## src/sobel_ctl_pkg.sv

```systemverilog
//////////////////////////////////////////////////
// Shared widths, state and row-command encodings and the packed
// structs that travel between the Sobel control blocks.
//////////////////////////////////////////////////
`default_nettype none

package sobel_ctl_pkg;

    // Width of a row or column count.
    localparam int DIM_WIDTH  = 10;
    // Width of a pixel offset into the input or output buffer.
    localparam int ADDR_WIDTH = 32;

    // Controller states. All ones is kept for the sticky error state.
    typedef enum logic [3:0] {
        st_wait      = 4'h0,
        st_load_1    = 4'h1,
        st_load_2    = 4'h2,
        st_load_3    = 4'h3,
        st_calc      = 4'h4,
        st_load_next = 4'h5,
        st_calc_last = 4'h6,
        st_load_last = 4'h7,
        st_done      = 4'h8,
        st_error     = 4'hf
    } ctl_state_e;

    // Command to the Sobel row registers.
    typedef enum logic {
        row_op_hold      = 1'b0,
        row_op_shift_row = 1'b1
    } row_op_e;

    // One-bit strobes decoded from the state, consumed by the counter
    // and address blocks. Start rides on idle and strip_start on row_advance.
    typedef struct packed {
        logic start;
        logic first_load;
        logic hold_read;
        logic row_advance;
        logic strip_start;
        logic out_row;
        logic strip_end;
        logic idle;
        logic clear;
    } ctl_step_t;

    // Image size in pixels, as given by the host.
    typedef struct packed {
        logic [DIM_WIDTH-1:0] n_rows;
        logic [DIM_WIDTH-1:0] n_cols;
    } image_dim_t;

    // Position of the current column strip and the two end flags.
    typedef struct packed {
        logic [DIM_WIDTH-1:0] col_strip;
        logic [DIM_WIDTH-1:0] next_strip;
        logic                 last_row;
        logic                 last_strip;
    } strip_info_t;

    // Status word seen by the host.
    typedef struct packed {
        ctl_state_e state;
        logic       error;
        logic       done;
    } ctl_status_t;

endpackage

`default_nettype wire
```

## src/sobel_control.sv

```systemverilog
//////////////////////////////////////////////////
// Top level of the Sobel control unit.
//////////////////////////////////////////////////
`default_nettype none

module sobel_control
    import sobel_ctl_pkg::*;
#(
    parameter int n_lanes = 2
) (
    input  wire logic             clk,
    input  wire logic             reset,
    input  wire logic             go,
    input  wire image_dim_t       image_dim,
    output logic [ADDR_WIDTH-1:0] read_addr,
    output logic [ADDR_WIDTH-1:0] write_addr,
    output logic [n_lanes-1:0]    write_en,
    output row_op_e               row_op,
    output ctl_status_t           status
);

    ctl_step_t          step;
    strip_info_t        strip;
    image_dim_t         dim;
    logic [n_lanes-1:0] lane_mask;

    // State machine, which owns the row command and the status.
    sobel_ctl_fsm fsm0 (
        .clk    (clk),
        .reset  (reset),
        .go     (go),
        .strip  (strip),
        .step   (step),
        .row_op (row_op),
        .status (status)
    );

    // Size latch, row and strip counters, lane mask.
    sobel_scan_counter #(
        .n_lanes (n_lanes)
    ) scan0 (
        .clk          (clk),
        .reset        (reset),
        .go           (go),
        .step         (step),
        .image_dim_in (image_dim),
        .dim          (dim),
        .strip        (strip),
        .lane_mask    (lane_mask)
    );

    // Buffer offsets and write enables.
    sobel_buf_addr_gen #(
        .n_lanes (n_lanes)
    ) addr0 (
        .clk        (clk),
        .reset      (reset),
        .go         (go),
        .step       (step),
        .dim        (dim),
        .strip      (strip),
        .lane_mask  (lane_mask),
        .read_addr  (read_addr),
        .write_addr (write_addr),
        .write_en   (write_en)
    );

endmodule

`default_nettype wire

```

## src/sobel_buf_addr_gen.sv

```systemverilog
//////////////////////////////////////////////////
// Input read offset, output write offset and per-lane write enables.
//////////////////////////////////////////////////
`default_nettype none

module sobel_buf_addr_gen
    import sobel_ctl_pkg::*;
#(
    parameter int n_lanes = 2
) (
    input  wire logic               clk,
    input  wire logic               reset,
    input  wire logic               go,
    input  wire ctl_step_t          step,
    input  wire image_dim_t         dim,
    input  wire strip_info_t        strip,
    input  wire logic [n_lanes-1:0] lane_mask,
    output logic [ADDR_WIDTH-1:0]   read_addr,
    output logic [ADDR_WIDTH-1:0]   write_addr,
    output logic [n_lanes-1:0]      write_en
);

    logic [ADDR_WIDTH-1:0] read_offset;
    logic [ADDR_WIDTH-1:0] write_offset;
    logic [ADDR_WIDTH-1:0] row_stride;
    logic [ADDR_WIDTH-1:0] out_stride;
    logic [ADDR_WIDTH-1:0] strip_base;
    logic                  offset_en;

    // Strides and the next strip start, widened to buffer offsets.
    assign row_stride = ADDR_WIDTH'(dim.n_cols);
    assign out_stride = ADDR_WIDTH'(dim.n_cols - DIM_WIDTH'(2));
    assign strip_base = ADDR_WIDTH'(strip.next_strip);

    // Offsets move with go, and are also parked at zero while idle.
    assign offset_en = go || step.idle;

    // Read offset.
    // The row registers take the data of the address presented one cycle
    // earlier, so the offset always runs one row ahead of the shift.
    always_ff @(posedge clk) begin
        if (reset) begin
            read_offset <= '0;
        end else if (offset_en) begin
            if (step.start) begin
                read_offset <= row_stride;
            end else if (step.idle || step.clear) begin
                read_offset <= '0;
            end else if (step.strip_start) begin
                // The final load of a strip points at the top of the next one.
                read_offset <= strip_base;
            end else if (!(step.hold_read || step.out_row)) begin
                // Load_1, load_3, load_next and calc_last each step one row.
                // Calc_last plays the part of the start cycle for a new strip.
                read_offset <= read_offset + row_stride;
            end
        end
    end

    // Write offset walks down the output column, one output row per calc.
    always_ff @(posedge clk) begin
        if (reset) begin
            write_offset <= '0;
        end else if (offset_en) begin
            if (step.idle) begin
                write_offset <= '0;
            end else if (step.out_row) begin
                write_offset <= write_offset + out_stride;
            end else if (step.strip_end && !strip.last_strip) begin
                write_offset <= strip_base;
            end
        end
    end

    assign read_addr  = read_offset;
    assign write_addr = write_offset;

    // Lanes write on both calc states, never during a stall.
    assign write_en = (go && (step.out_row || step.strip_end)) ? lane_mask : '0;

endmodule

`default_nettype wire

```

## src/sobel_scan_counter.sv

```systemverilog
//////////////////////////////////////////////////
// Image size latch, row counter, column-strip counter
// and the lane mask for a narrow last strip.
//////////////////////////////////////////////////
`default_nettype none

module sobel_scan_counter
    import sobel_ctl_pkg::*;
#(
    parameter int n_lanes = 2
) (
    input  wire logic         clk,
    input  wire logic         reset,
    input  wire logic         go,
    input  wire ctl_step_t    step,
    input  wire image_dim_t   image_dim_in,
    output image_dim_t        dim,
    output strip_info_t       strip,
    output logic [n_lanes-1:0] lane_mask
);

    localparam logic [DIM_WIDTH-1:0] lane_step = DIM_WIDTH'(n_lanes);

    image_dim_t           dim_q;
    logic [DIM_WIDTH-1:0] row_count;
    logic [DIM_WIDTH-1:0] col_strip;
    logic [DIM_WIDTH-1:0] out_width;
    logic [DIM_WIDTH-1:0] lane_rem;
    logic [DIM_WIDTH-1:0] max_strip;

    // The size is captured on every idle cycle, with or without go.
    always_ff @(posedge clk) begin
        if (step.idle) begin
            dim_q <= image_dim_in;
        end
    end

    // While idle the live size passes through, so the start cycle
    // already works with the new image.
    assign dim = step.idle ? image_dim_in : dim_q;

    // Row counter. It counts the rows shifted in after the first three.
    always_ff @(posedge clk) begin
        if (reset) begin
            row_count <= '0;
        end else if (go) begin
            if (step.clear) begin
                row_count <= '0;
            end else if (step.idle || step.strip_end) begin
                row_count <= DIM_WIDTH'(1);
            end else if (step.row_advance) begin
                row_count <= row_count + DIM_WIDTH'(1);
            end
        end
    end

    // Start column of the current strip.
    always_ff @(posedge clk) begin
        if (reset) begin
            col_strip <= '0;
        end else if (go) begin
            if (step.idle || step.clear) begin
                col_strip <= '0;
            end else if (step.strip_end) begin
                col_strip <= strip.next_strip;
            end
        end
    end

    // The output image is two pixels narrower than the input.
    // The last strip starts n_lanes before its end, or at the partial remainder.
    assign out_width = dim.n_cols - DIM_WIDTH'(2);
    assign lane_rem  = out_width % lane_step;
    assign max_strip = (lane_rem == '0) ? (out_width - lane_step) : (out_width - lane_rem);

    always_comb begin
        strip.col_strip  = col_strip;
        strip.next_strip = col_strip + lane_step;
        strip.last_row   = (row_count == (dim.n_rows - DIM_WIDTH'(3)));
        strip.last_strip = (col_strip == max_strip);
    end

    // Only the lowest lanes of a partial last strip carry real pixels.
    always_comb begin
        for (int i = 0; i < n_lanes; i++) begin
            lane_mask[i] = (lane_rem == '0) || !strip.last_strip
                           || (DIM_WIDTH'(i) < lane_rem);
        end
    end

endmodule

`default_nettype wire

```

## src/sobel_ctl_fsm.sv

```systemverilog
//////////////////////////////////////////////////
// Strip-walking state machine with row command, step strobes
// and status decode.
//////////////////////////////////////////////////
`default_nettype none

module sobel_ctl_fsm
    import sobel_ctl_pkg::*;
(
    input  wire logic        clk,
    input  wire logic        reset,
    input  wire logic        go,
    input  wire strip_info_t strip,
    output ctl_step_t        step,
    output row_op_e          row_op,
    output ctl_status_t      status
);

    ctl_state_e state;
    ctl_state_e state_next;

    // The state register itself is always loaded.
    // Stalls come from the go terms in the next-state logic.
    always_ff @(posedge clk) begin
        if (reset) begin
            state <= st_wait;
        end else begin
            state <= state_next;
        end
    end

    // Next state. Every transition except the exit from done needs go,
    // so a low go freezes the walk in place.
    always_comb begin
        state_next = state;
        case (state)
            st_wait: begin
                if (go) begin
                    state_next = st_load_1;
                end
            end
            st_load_1: begin
                if (go) begin
                    state_next = st_load_2;
                end
            end
            st_load_2: begin
                if (go) begin
                    state_next = st_load_3;
                end
            end
            st_load_3: begin
                if (go) begin
                    state_next = st_calc;
                end
            end
            st_calc: begin
                // The output row before the last one leads into the final load.
                if (go) begin
                    state_next = strip.last_row ? st_load_last : st_load_next;
                end
            end
            st_load_next: begin
                if (go) begin
                    state_next = st_calc;
                end
            end
            st_calc_last: begin
                // Either start the next strip or finish the image.
                if (go) begin
                    state_next = strip.last_strip ? st_done : st_load_1;
                end
            end
            st_load_last: begin
                if (go) begin
                    state_next = st_calc_last;
                end
            end
            st_done: begin
                // Done is held until the host releases go.
                if (!go) begin
                    state_next = st_wait;
                end
            end
            st_error: begin
                state_next = st_error;
            end
            default: begin
                // Any encoding outside the list is a fault and is kept visible.
                state_next = st_error;
            end
        endcase
    end

    // The row registers shift on every load state and hold otherwise.
    always_comb begin
        case (state)
            st_load_1, st_load_2, st_load_3, st_load_next, st_load_last: begin
                row_op = row_op_shift_row;
            end
            default: begin
                row_op = row_op_hold;
            end
        endcase
    end

    // Strobes for the counter and the address generator.
    // Load_3 and the two load states differ only in their strobes.
    always_comb begin
        step             = '0;
        step.start       = (state == st_wait) && go;
        step.idle        = (state == st_wait);
        step.first_load  = (state == st_load_1);
        step.hold_read   = (state == st_load_2);
        step.row_advance = (state == st_load_next) || (state == st_load_last);
        step.strip_start = (state == st_load_last);
        step.out_row     = (state == st_calc);
        step.strip_end   = (state == st_calc_last);
        step.clear       = (state == st_done) || (state == st_error);
    end

    // Status reports the raw state plus the two host flags.
    always_comb begin
        status.state = state;
        status.error = (state == st_error);
        status.done  = (state == st_done);
    end

endmodule

`default_nettype wire

```

## config.mk

```make
export PLATFORM = sky130hd
export DESIGN_NAME = sobel_control
export DESIGN_NICKNAME = d
export VERILOG_FILES = /design/src/sobel_ctl_pkg.sv /design/src/sobel_control.sv /design/src/sobel_buf_addr_gen.sv /design/src/sobel_scan_counter.sv /design/src/sobel_ctl_fsm.sv
export SDC_FILE = /design/constraint.sdc
export NUM_CORES = 1
export LEC_CHECK = 0
export BUFFER_PORTS_ARGS = -buffer_cell sky130_fd_sc_hd__clkbuf_2
export CAP_MARGIN = 20
export CELL_PAD_IN_SITES_DETAIL_PLACEMENT = 0
export CELL_PAD_IN_SITES_GLOBAL_PLACEMENT = 1
export CORE_UTILIZATION = 46
export DETAILED_ROUTE_END_ITERATION = 8
export MAX_ROUTING_LAYER = met4
export PLACE_DENSITY = 0.81
export SYNTH_ARGS = -nofsm -noshare
export SYNTH_HDL_FRONTEND = slang
export SYNTH_SLANG_ARGS = --single-unit
```

## constraint.sdc

```tcl
create_clock -name clk -period 8.9 [get_ports clk]
set_input_delay 0.445 -clock clk [delete_from_list [all_inputs] [get_ports clk]]
set_output_delay 0.445 -clock clk [all_outputs]
set_load 0.005 [all_outputs]
```

Word-level counts from Yosys, hierarchy flattened
Index checks and enable logic that the tools add are counted.
Storage, ports and cells
  register bits after elaboration: 108
  memory bits (read-only): 0
  memories: 0
  latch bits: 0
  memory bits (writable): 0
  bits of input ports: 23
  logic and storage cells: 91
Cells by class
  order comparisons: 2
  reduce and logical (&&, ||, !) cells: 26
  $mul: 0
  divide/modulo/power cells: 0
  eq/ne operators: 20
  shift-type cells: 0
  bitwise logic cells: 0
  mux-type cells: 27
  add/sub/neg operators: 9
Operator list (number)
  two-way mux 32 bit: 7
  two-way mux 10 bit: 6
  two-way mux 4 bit: 9
  adder 32 x 10 -> 32 bit: 1
  adder 32 bit: 1
  case mux 4 bit (8 select lines): 1
  subtractor 10 x 2 -> 10 bit, second input constant: 3
  == test 10 bit: 2
  two-way mux 20 bit: 1
  == test 4 x 3 -> 1 bit, second input constant: 4
  inequality test 2 bit, second input constant: 7
  subtractor 10 x 2 -> 11 bit, second input constant: 1
  adder 10 x 1 -> 10 bit, second input constant: 1
  adder 10 x 2 -> 10 bit, second input constant: 1
  zero test 10 bit: 1
  logical OR 1 bit: 10
  subtractor 10 x 1 -> 10 bit: 1
  == test 4 x 2 -> 1 bit, second input constant: 2
  == test 4 bit, second input constant: 2
  AND reduction 2 bit: 4
  AND reduction 8 bit: 1
  nonzero test 3 bit: 2
  OR reduction 5 bit: 1
  == test 4 x 1 -> 1 bit, second input constant: 1
  other kinds (10): 14

Longest topological paths before layout
Gate-level depths: netlist (run 1).
  word-level depth: 11
  mapped depth: 20
  mapped depth without buffers: 18

Cells and area by module
Synthesis (run 1) repeated with hierarchy kept, for this count alone.
Second synthesis, totals
  cell total of the unflattened synthesis: 989
  area, all modules: 7928.9 µm²
Modules (own cells, without submodules)
  sobel_buf_addr_gen: area an instance 5017.3 µm², cells an instance 636, sequential area each 1281.2 µm², times used 1
  sobel_scan_counter: area an instance 2561.2 µm², cells an instance 305, sequential area each 780.7 µm², times used 1
  sobel_ctl_fsm: area an instance 350.3 µm², cells an instance 48, sequential area each 80.1 µm², times used 1

Worst setup path after synthesis (run 1)
OpenSTA, ideal clock, no wires.
  kind: reg2reg
  start point: reg fsm0.state[0]
  end point: reg addr0.write_offset[31] (netlist: addr0.write_addr[31])
  setup slack: 3939 ps
  stages on the path, launching flop included: 21
  arrival: 4880 ps
  period minus slack after synthesis: 4961 ps
  required time: 8819 ps
  library setup time: 81 ps
  path through: dfxtp_1 buf_6 nor4_4 buf_2 buf_2 mux2i_1 ha_1 clkbuf_1 and2_1 xnor2_1 ha_1 and3_1 o21a_1 o2111ai_1 a211o_1 o21ai_0 o21a_1 a41oi_1 or3_1 and3_1 a41oi_1
On the way
  cells in the longest elaborated chain, start to end: 10
  elaborated cells between the ends (all ways): 19
  those cells by class: add/sub (5); eq/ne (3); mux (4); reduce/logical (7)
RTL lines
  from (decl): RTL line sobel_ctl_fsm.sv:19  | ctl_state_e state;
  from (signal assigned): RTL line sobel_ctl_fsm.sv:26  | state <= st_wait;
  from (signal assigned): RTL line sobel_ctl_fsm.sv:28  | state <= state_next;
  zero test 4 bit: RTL line sobel_ctl_fsm.sv:112  | step.idle = (state == st_wait);
  two-way mux 20 bit: RTL line sobel_scan_counter.sv:40  | assign dim = step.idle ? image_dim_in : dim_q;
  subtractor 10 x 2 -> 10 bit: RTL line sobel_scan_counter.sv:72  | assign out_width = dim.n_cols - DIM_WIDTH'(2);
  subtractor 10 x 1 -> 10 bit, or another cell as far along: RTL line sobel_scan_counter.sv:74  | assign max_strip = (lane_rem == '0) ? (out_width - lane_step) : (out_width - lane_rem);
  two-way mux 10 bit: RTL line sobel_scan_counter.sv:74
  == test 10 bit: RTL line sobel_scan_counter.sv:80  | strip.last_strip = (col_strip == max_strip);
  zero test 1 bit: RTL line sobel_buf_addr_gen.sv:69  | end else if (step.strip_end && !strip.last_strip) begin
  logical AND 1 bit: RTL line sobel_buf_addr_gen.sv:69
  nonzero test 3 bit (no line)
  AND reduction 2 bit (no line)
  to (signal assigned): RTL line sobel_buf_addr_gen.sv:68  | write_offset <= write_offset + out_stride;
  to (signal assigned): RTL line sobel_buf_addr_gen.sv:70  | write_offset <= strip_base;
  to (decl): RTL line sobel_buf_addr_gen.sv:24  | logic [ADDR_WIDTH-1:0] write_offset;
Parallel ways exist; a longest one is shown, timed or not.
A chain may end at the register's enable or synchronous reset.

==> results of run 1 <==
==> routing by layer <==
metal  global-route usage, %  part of all wire (%)  vias to the layer above
li1                        -                     -                     3714
met1                    32.1                    48                     3484
met2                    40.4                    47                      133
met3                    2.87                   3.3                       23
met4                    8.56                   1.8                        0
met5                       -                     0                        -
==> worst max-delay path, delay by kind of cell (launching register included) <==
family	cells	cell delay, ns
fa+ha+maj	2	0.73
mux	2	0.57
flops	1	0.52
xor+xnor	1	0.08
compound gates	8	2.16
buf+inv	2	0.42
simple gates	3	0.77
==> logic make-up after synthesis <==
family | after synthesis | synth area share [%]
AOI/OAI and AO/OA | 241 | 19.9
and+or+nand+nor | 379 | 24.5
muxes | 33 | 4.55
DFF | 107 | 27.3
adders and majority gates | 48 | 7.85
xor gates and xnor gates | 97 | 11.0
buffers and inverters | 92 | 4.90
==> state kept, by name, indices dropped and copies added (netlist names) <==
name              count
fsm0.state            4
scan0.col_strip       9
scan0.row_count      10
addr0.write_addr     32
addr0.read_addr      32
scan0.dim_q          20
==> cell type report <==
class	count	area share, %
clock buffer	11	2.77
clock inverter	5	0.701
inverter	42	1.80
multi-input combinational	798	60.9
sequential	107	24.5
tap	220	3.15
timing repair buffer	104	6.21
==> worst min-delay path by stage <==
stage,from,end,slack [ns],cells past startpoint
final,image_dim[19],scan0.dim_q[19],0.34,3
after global routing,image_dim[11],scan0.dim_q[11],0.34,3
after CTS,image_dim[19],scan0.dim_q[19],0.32,3
after detailed placement,scan0.dim_q[19],scan0.dim_q[19],0.46,2
after global placement,scan0.dim_q[19],scan0.dim_q[19],0.45,2
after floorplan,scan0.dim_q[19],scan0.dim_q[19],0.44,2
==> report_power, final <==
part           total [mW]  internal (mW)  switching, mW
Clock               0.429          0.228          0.201
Combinational       0.380          0.156          0.224
Sequential          0.531          0.504         0.0271
==> per-stage QoR <==
stage / cell area, um2 / power, mW / utilization, %
floorplan: 7840 / 0.828 / -
global placement: 8440 / 0.917 / 50.9
detailed placement: 8440 / 0.919 / 50.9
CTS: 8750 / 1.35 / 52.7
global route: 8750 / 1.42 / 52.7
finish: 8750 / 1.34 / 52.7
==> cells in the final DEF (no fill, tap or decap), types with 12 or more instances in the layout <==
| cell | n |
|---|---|
| nand3_1 | 50 |
| clkbuf_2 | 95 |
| mux2i_1 | 24 |
| nand2_1 | 70 |
| ha_1 | 46 |
| nor2_1 | 102 |
| xor2_1 | 35 |
| a21oi_1 | 85 |
| nand4_1 | 20 |
| a21o_1 | 19 |
| nand2b_1 | 27 |
| dfxtp_1 | 107 |
| xnor2_1 | 61 |
| nor3_1 | 32 |
| o21ai_0 | 40 |
| inv_1 | 40 |
| and3_1 | 12 |
==> run summary, run 1 <==
Pre-CTS setup slack - 3.55 ns
Filler cell count - 1655
CP max stage delay - 0.52 ns
Rel. slew slack - 28.6%
# DRC - 0
Finished Layout Cells - 1287
Post-CTS setup buffer count - 0
Post-cts resize count - 0
Hold crit path type - input port to flip-flop
DRT Pass-1 Iters - 7
Synth Instances - 997
Die X - 133 um
Clock buffer depth - 2
Tmin final - 5.39 ns
Clk_lat worst skew - 0.36 ns
Status - finished clean
Peak VDD IR - 0.0891 mV
Layout cell share with drive strength beyond 1 - 13.3%
Count of flip-flops with a built-in enable after synthesis - 0
Antenna diodes - 0
Area grow syn2layout - 11.6%
Routability cong. - 0.844
Final Hold Vio Count - 0
Final Net Count - 1133
Critical R2R Launch - fsm0.state[0]
Critical R2R Capture - addr0.write_addr[28]
Grt ovf - 0
Commonest cells in the netlist - 107 x dfxtp_1, 102 x nor2_1, 85 x a21oi_1, 70 x nand2_1, 61 x xnor2_1
Worst Clk Skew - 0.0128 ns
Final slew viol count - 0
Total wire length - 21000 um
Mapped Avg Cell Area - 7.86 um2
CTS clk-pin slew, worst paths - 0.07 ns
Num CTS Buffers - 9
Ys Warns - 0
CP max stage cell - dfxtp_1
Io pins - 96
Post-synth top area share - 27.3%
Area leader, netlist - dfxtp_1
Most numerous cell in the Yosys netlist - dfxtp_1
CTS Hold Bufs - 0
Leak Pwr - 3.78 nW
TritonCTS clock tree - done
Syn_nets - 1068
FF+latch count, synth - 107
Ranking of synthesized cells by area - dfxtp_1 27%, ha_1 7.3%, xnor2_1 6.8%
Worst setup path class - flip-flop to flip-flop
# Max-Cap Violations - 0
Synth unique cells - 73
Worst EP arrival - 5.64 ns
Die area - 17600 um2
Footprint of the multi-input gates - 5330 um2
CTS root buffer - clkbuf_16
Detailed Place HPWL - 15300 um
Startpoint types - flip-flop
Max frequency - 186 MHz
Clock sinks - 107
Antenna violations before repair - 0
Vias - 7354
Die height - 133 um
Worst Path Required - 9.15 ns
Total track usage - 24.9%
Antenna viol nets, final - 0
Crit end category - flip-flop
Sequential Area - 2140 um2
Setup violators final - 0
Cell count of the worst reg-to-reg path - 18
Final Cycle Share - 60.6%
Reg2reg setup slack - 3.51 ns
First-pass GRT wire length - 34400 um
Worst Tran Pin Value - 1.07 ns
Cell Area, Synth - 7840 um2
Setup TNS - 0 ns
Drt wl/cell - 16.3 um
Crit path cell chain - nor4_4 -> buf_4 -> mux2_4 -> inv_2 -> ha_1 -> nor4bb_1 -> mux2_2 -> a31oi_1 -> ha_1 -> o2111ai_1 -> a21oi_1 -> a211o_1 -> a31oi_1 -> o31ai_1 -> a221oi_1 -> nor2b_1 -> xnor2_1 -> a22o_1
Largest net degree at the start of global routing - 62
Initial Util - 47.3%
Final setup margin - 3.51 ns
Primary FF master, synth - dfxtp_1
IO Port Bufs - 95
Vias per cell - 5.71
Worst hold margin - 0.336 ns
DP Cell Count - 1271
Vias in the first global route - 6773
Core ar. - 16600 um2
Initial DRC count - 599
Crit path capture - addr0.write_addr[28]
Pwr dens - 153 nW/um2
Post-synth ARST share - 0%
Register area share after synthesis - 27.3%
Worst Path Max Fanout - 22
RSZ-0062 raised after global routing - no
Site Rows - 47
H-tree Lvls - 3
Worst setup startpoint - fsm0.state[0]
Note: power is estimated with default switching activity, not from simulation.
==> inputs of run 2 (changes only) <==
Settings changed: ABC_AREA from default to 1, CORE_UTILIZATION 46 to 38, PLACE_DENSITY 0.81 to 0.75.
Clock period 8.9 ns to 4.45 ns, I/O delays scaled along.
==> run summary, run 2 <==
Status - complete, but fails checks
Violated checks - design-rule violations
Final slew viol count - 0 (unchanged)
Core ar. - 21000 um2 (+26%)
Hold path start - image_dim[19]
Setup TNS - 0 ns (unchanged)
Worst setup startpoint - fsm0.state[3]
Internal Dissipation - 3.14 mW (+250%)
Leak Pwr - 4.42 nW (+17%)
Hold crit path type - input port to flip-flop
Total wire length - 24900 um (+19%)
Vias in the first global route - 7916 (+17%)
Post-synth ARST share - 0% (unchanged)
Clk_lat worst skew - 0.37 ns (about the same)
Worst hold margin - 0.0765 ns (-0.259 ns)
Initial Util - 38.8% (-8.5 points)
Antenna violations before repair - 0 (unchanged)
Filler cell count - 2364 (+43%)
Register area share after synthesis - 26.4% (-0.96 points)
Antenna viol nets, final - 0 (unchanged)
Area leader, netlist - dfxtp_1
Site Rows - 53 (+13%)
Rel. slew slack - 37.7% (+9.1 points)
Ranking of synthesized cells by area - dfxtp_1 26%, nand2_1 14%, a21oi_1 7.6%
# Max-Cap Violations - 0 (unchanged)
Max frequency - 249 MHz (+34%)
Synth Instances - 1291 (+29%)
Largest net degree at the start of global routing - 38 (-39%)
Clock share of power - 12.4% (-20 points)
Total power - 6.78 mW (+410%)
Vias - 8540 (+16%)
CTS root buffer - clkbuf_16
DRT Pass-1 Iters - 7 (unchanged)
RSZ-0062 raised after global routing - no
Syn_nets - 1362 (+28%)
Primary FF master, synth - dfxtp_1
Switch share - 53.7% (+20 points)
Worst Path Required - 4.74 ns (-4.41 ns)
H-tree Lvls - 3 (unchanged)
Layout cell share with drive strength beyond 1 - 14.2% (+0.92 points)
TritonCTS clock tree - done
Detailed Place HPWL - 19100 um (+25%)
Num CTS Buffers - 9 (unchanged)
Pwr dens - 733 nW/um2 (+380%)
First-pass GRT wire length - 40200 um (+17%)
Antenna diodes - 0 (unchanged)
Grt ovf - 0 (unchanged)
Most common cell after layout, fill and taps aside - nand2_1
Critical R2R Launch - fsm0.state[3]
Cell Area, Synth - 8120 um2 (+3.6%)
Post-synth top area share - 26.4% (-0.96 points)
Tmin final - 4.02 ns (-1.37 ns)
Synth unique cells - 49 (-33%)
Startpoint types - flip-flop
# DRC - 2 (+2)
Total track usage - 23.7% (-1.2 points)
Die area - 22000 um2 (+25%)
Commonest non-fill, non-tap cells in the layout - 302 x nand2_1, 151 x inv_1, 134 x nor2_1
Worst Clk Skew - 0.0103 ns (-0.00247 ns)
CTS clk-pin slew, worst paths - 0.08 ns (about the same)
Mapped Avg Cell Area - 6.29 um2 (-20%)
Die X - 148 um (+12%)
Clock buffer depth - 2 (unchanged)
Final Hold Vio Count - 0 (unchanged)
Worst Path Max Fanout - 21 (-4.5%)
Die height - 148 um (+12%)
Routability cong. - 0.891 (+5.6%)
P_sw - 3.64 mW (+710%)
Most numerous cell in the Yosys netlist - nand2_1
Setup violators final - 0 (unchanged)
FF+latch count, synth - 107 (unchanged)
Combinational share of power - 67.2% (+39 points)
Worst EP arrival - 4.31 ns (-1.33 ns)
Drt wl/cell - 14.9 um (-8.4%)
IO Port Bufs - 95 (unchanged)
Io pins - 96 (unchanged)
Commonest cells in the netlist - 302 x nand2_1, 152 x inv_1, 135 x nor2_1, 124 x a21oi_1, 109 x nand3_1
Register share of total power - 20.4% (-19 points)
Vias per cell - 5.12 (-10%)
Final Net Count - 1458 (+29%)
Worst Tran Pin Value - 0.934 ns (-0.137 ns)
Clock sinks - 107 (unchanged)
Count of flip-flops with a built-in enable after synthesis - 0 (unchanged)
Peak VDD IR - 0.330 mV (+270%)
Crit end category - flip-flop
Ys Warns - 0 (unchanged)
Final Cycle Share - 90.4% (+30 points)
Initial DRC count - 425 (-29%)
Area grow syn2layout - 13.8%
Worst setup path class - flip-flop to flip-flop
-- run 2: logic make-up after synthesis --
logic type	count (synthesis)	synth area share (%)
buffers and inverters	190	9.41
adder cells (fa/ha/maj)	48	7.58
flip-flops	107	26.4
multiplexers	1	0.123
XOR/XNOR	21	2.26
AO/OA/AOI/OAI	281	19.7
AND/OR/NAND/NOR	643	34.6
-- run 2: power by group through the flow --
| stage | Clock [mW] | Combinational (mW) | Sequential (mW) |
|---|---|---|---|
| 2_1_floorplan | 0 | 3.41 | 1.38 |
| 4_1_cts | 0.874 | 4.47 | 1.39 |
| 3_5_place_dp | 0 | 4.45 | 1.41 |
| 5_1_grt | 0.899 | 5.16 | 1.42 |
| 3_3_place_gp | 0 | 4.43 | 1.40 |
| 6_report | 0.841 | 4.55 | 1.39 |
-- run 2: timing repair --
action | in CTS | in global routing
setup endpoints to repair | 0 | 3
buffers inserted | 0 | 7
gates resized for setup | 0 | 0
hold buffers | 0 | 0
-- run 2: routing by layer --
layer	routed length [um]	global-route usage (%)
met5	0	-
met4	446	6.70
met3	870	3.13
met2	11100	37.1
met1	12500	31.8
-- run 2: layout make-up --
class / instances / area, um2 / area share [%]
multi-input cells: 994 / 5220 / 56.4
repair buffers: 116 / 646 / 6.98
clock buffers: 11 / 253 / 2.73
clock inverters: 5 / 45.0 / 0.487
inverters: 159 / 597 / 6.46
well taps: 275 / 344 / 3.72
flip-flops and latches: 107 / 2140 / 23.2
-- run 2: stage by stage --
step	utilization [%]	worst slack, ns	std cells	area [um2]
after floorplan	-	0.539	1291	8120
after global placement	42.4	0.404	1644	8880
after detailed placement	42.4	0.363	1644	8880
after CTS	43.8	0.349	1660	9180
after global routing	44.1	0.0390	1667	9240
final	44.1	0.429	1667	9240
-- run 2: path summary, 6_finish.rpt --
| check | cells past startpoint | end | slack, ns |
|---|---|---|---|
| max reg2reg | 22 | addr0.write_addr[30] | 0.43 |
| max | 22 | addr0.write_addr[30] | 0.43 |
| min reg2reg | 2 | addr0.read_addr[31] | 0.48 |
| min | 3 | scan0.dim_q[19] | 0.08 |
-- run 2: critical path, stage by stage, from the launching register on --
cell      delay (ns)
dfxtp_1         0.50
nor2_4          0.12
nand2_4         0.23
nand2_1         0.10
nand2_2         0.14
ha_1            0.20
inv_1           0.06
nor2_1          0.19
nand3_1         0.10
nand2_1         0.13
nand2_2         0.12
ha_1            0.36
nand2_1         0.10
o21ai_0         0.57
nand3_1         0.14
nand3_1         0.16
nand2_1         0.07
nand2_1         0.13
nand2_1         0.07
o211ai_1        0.09
or2_2           0.14
nand3_1         0.05
a21oi_1         0.16
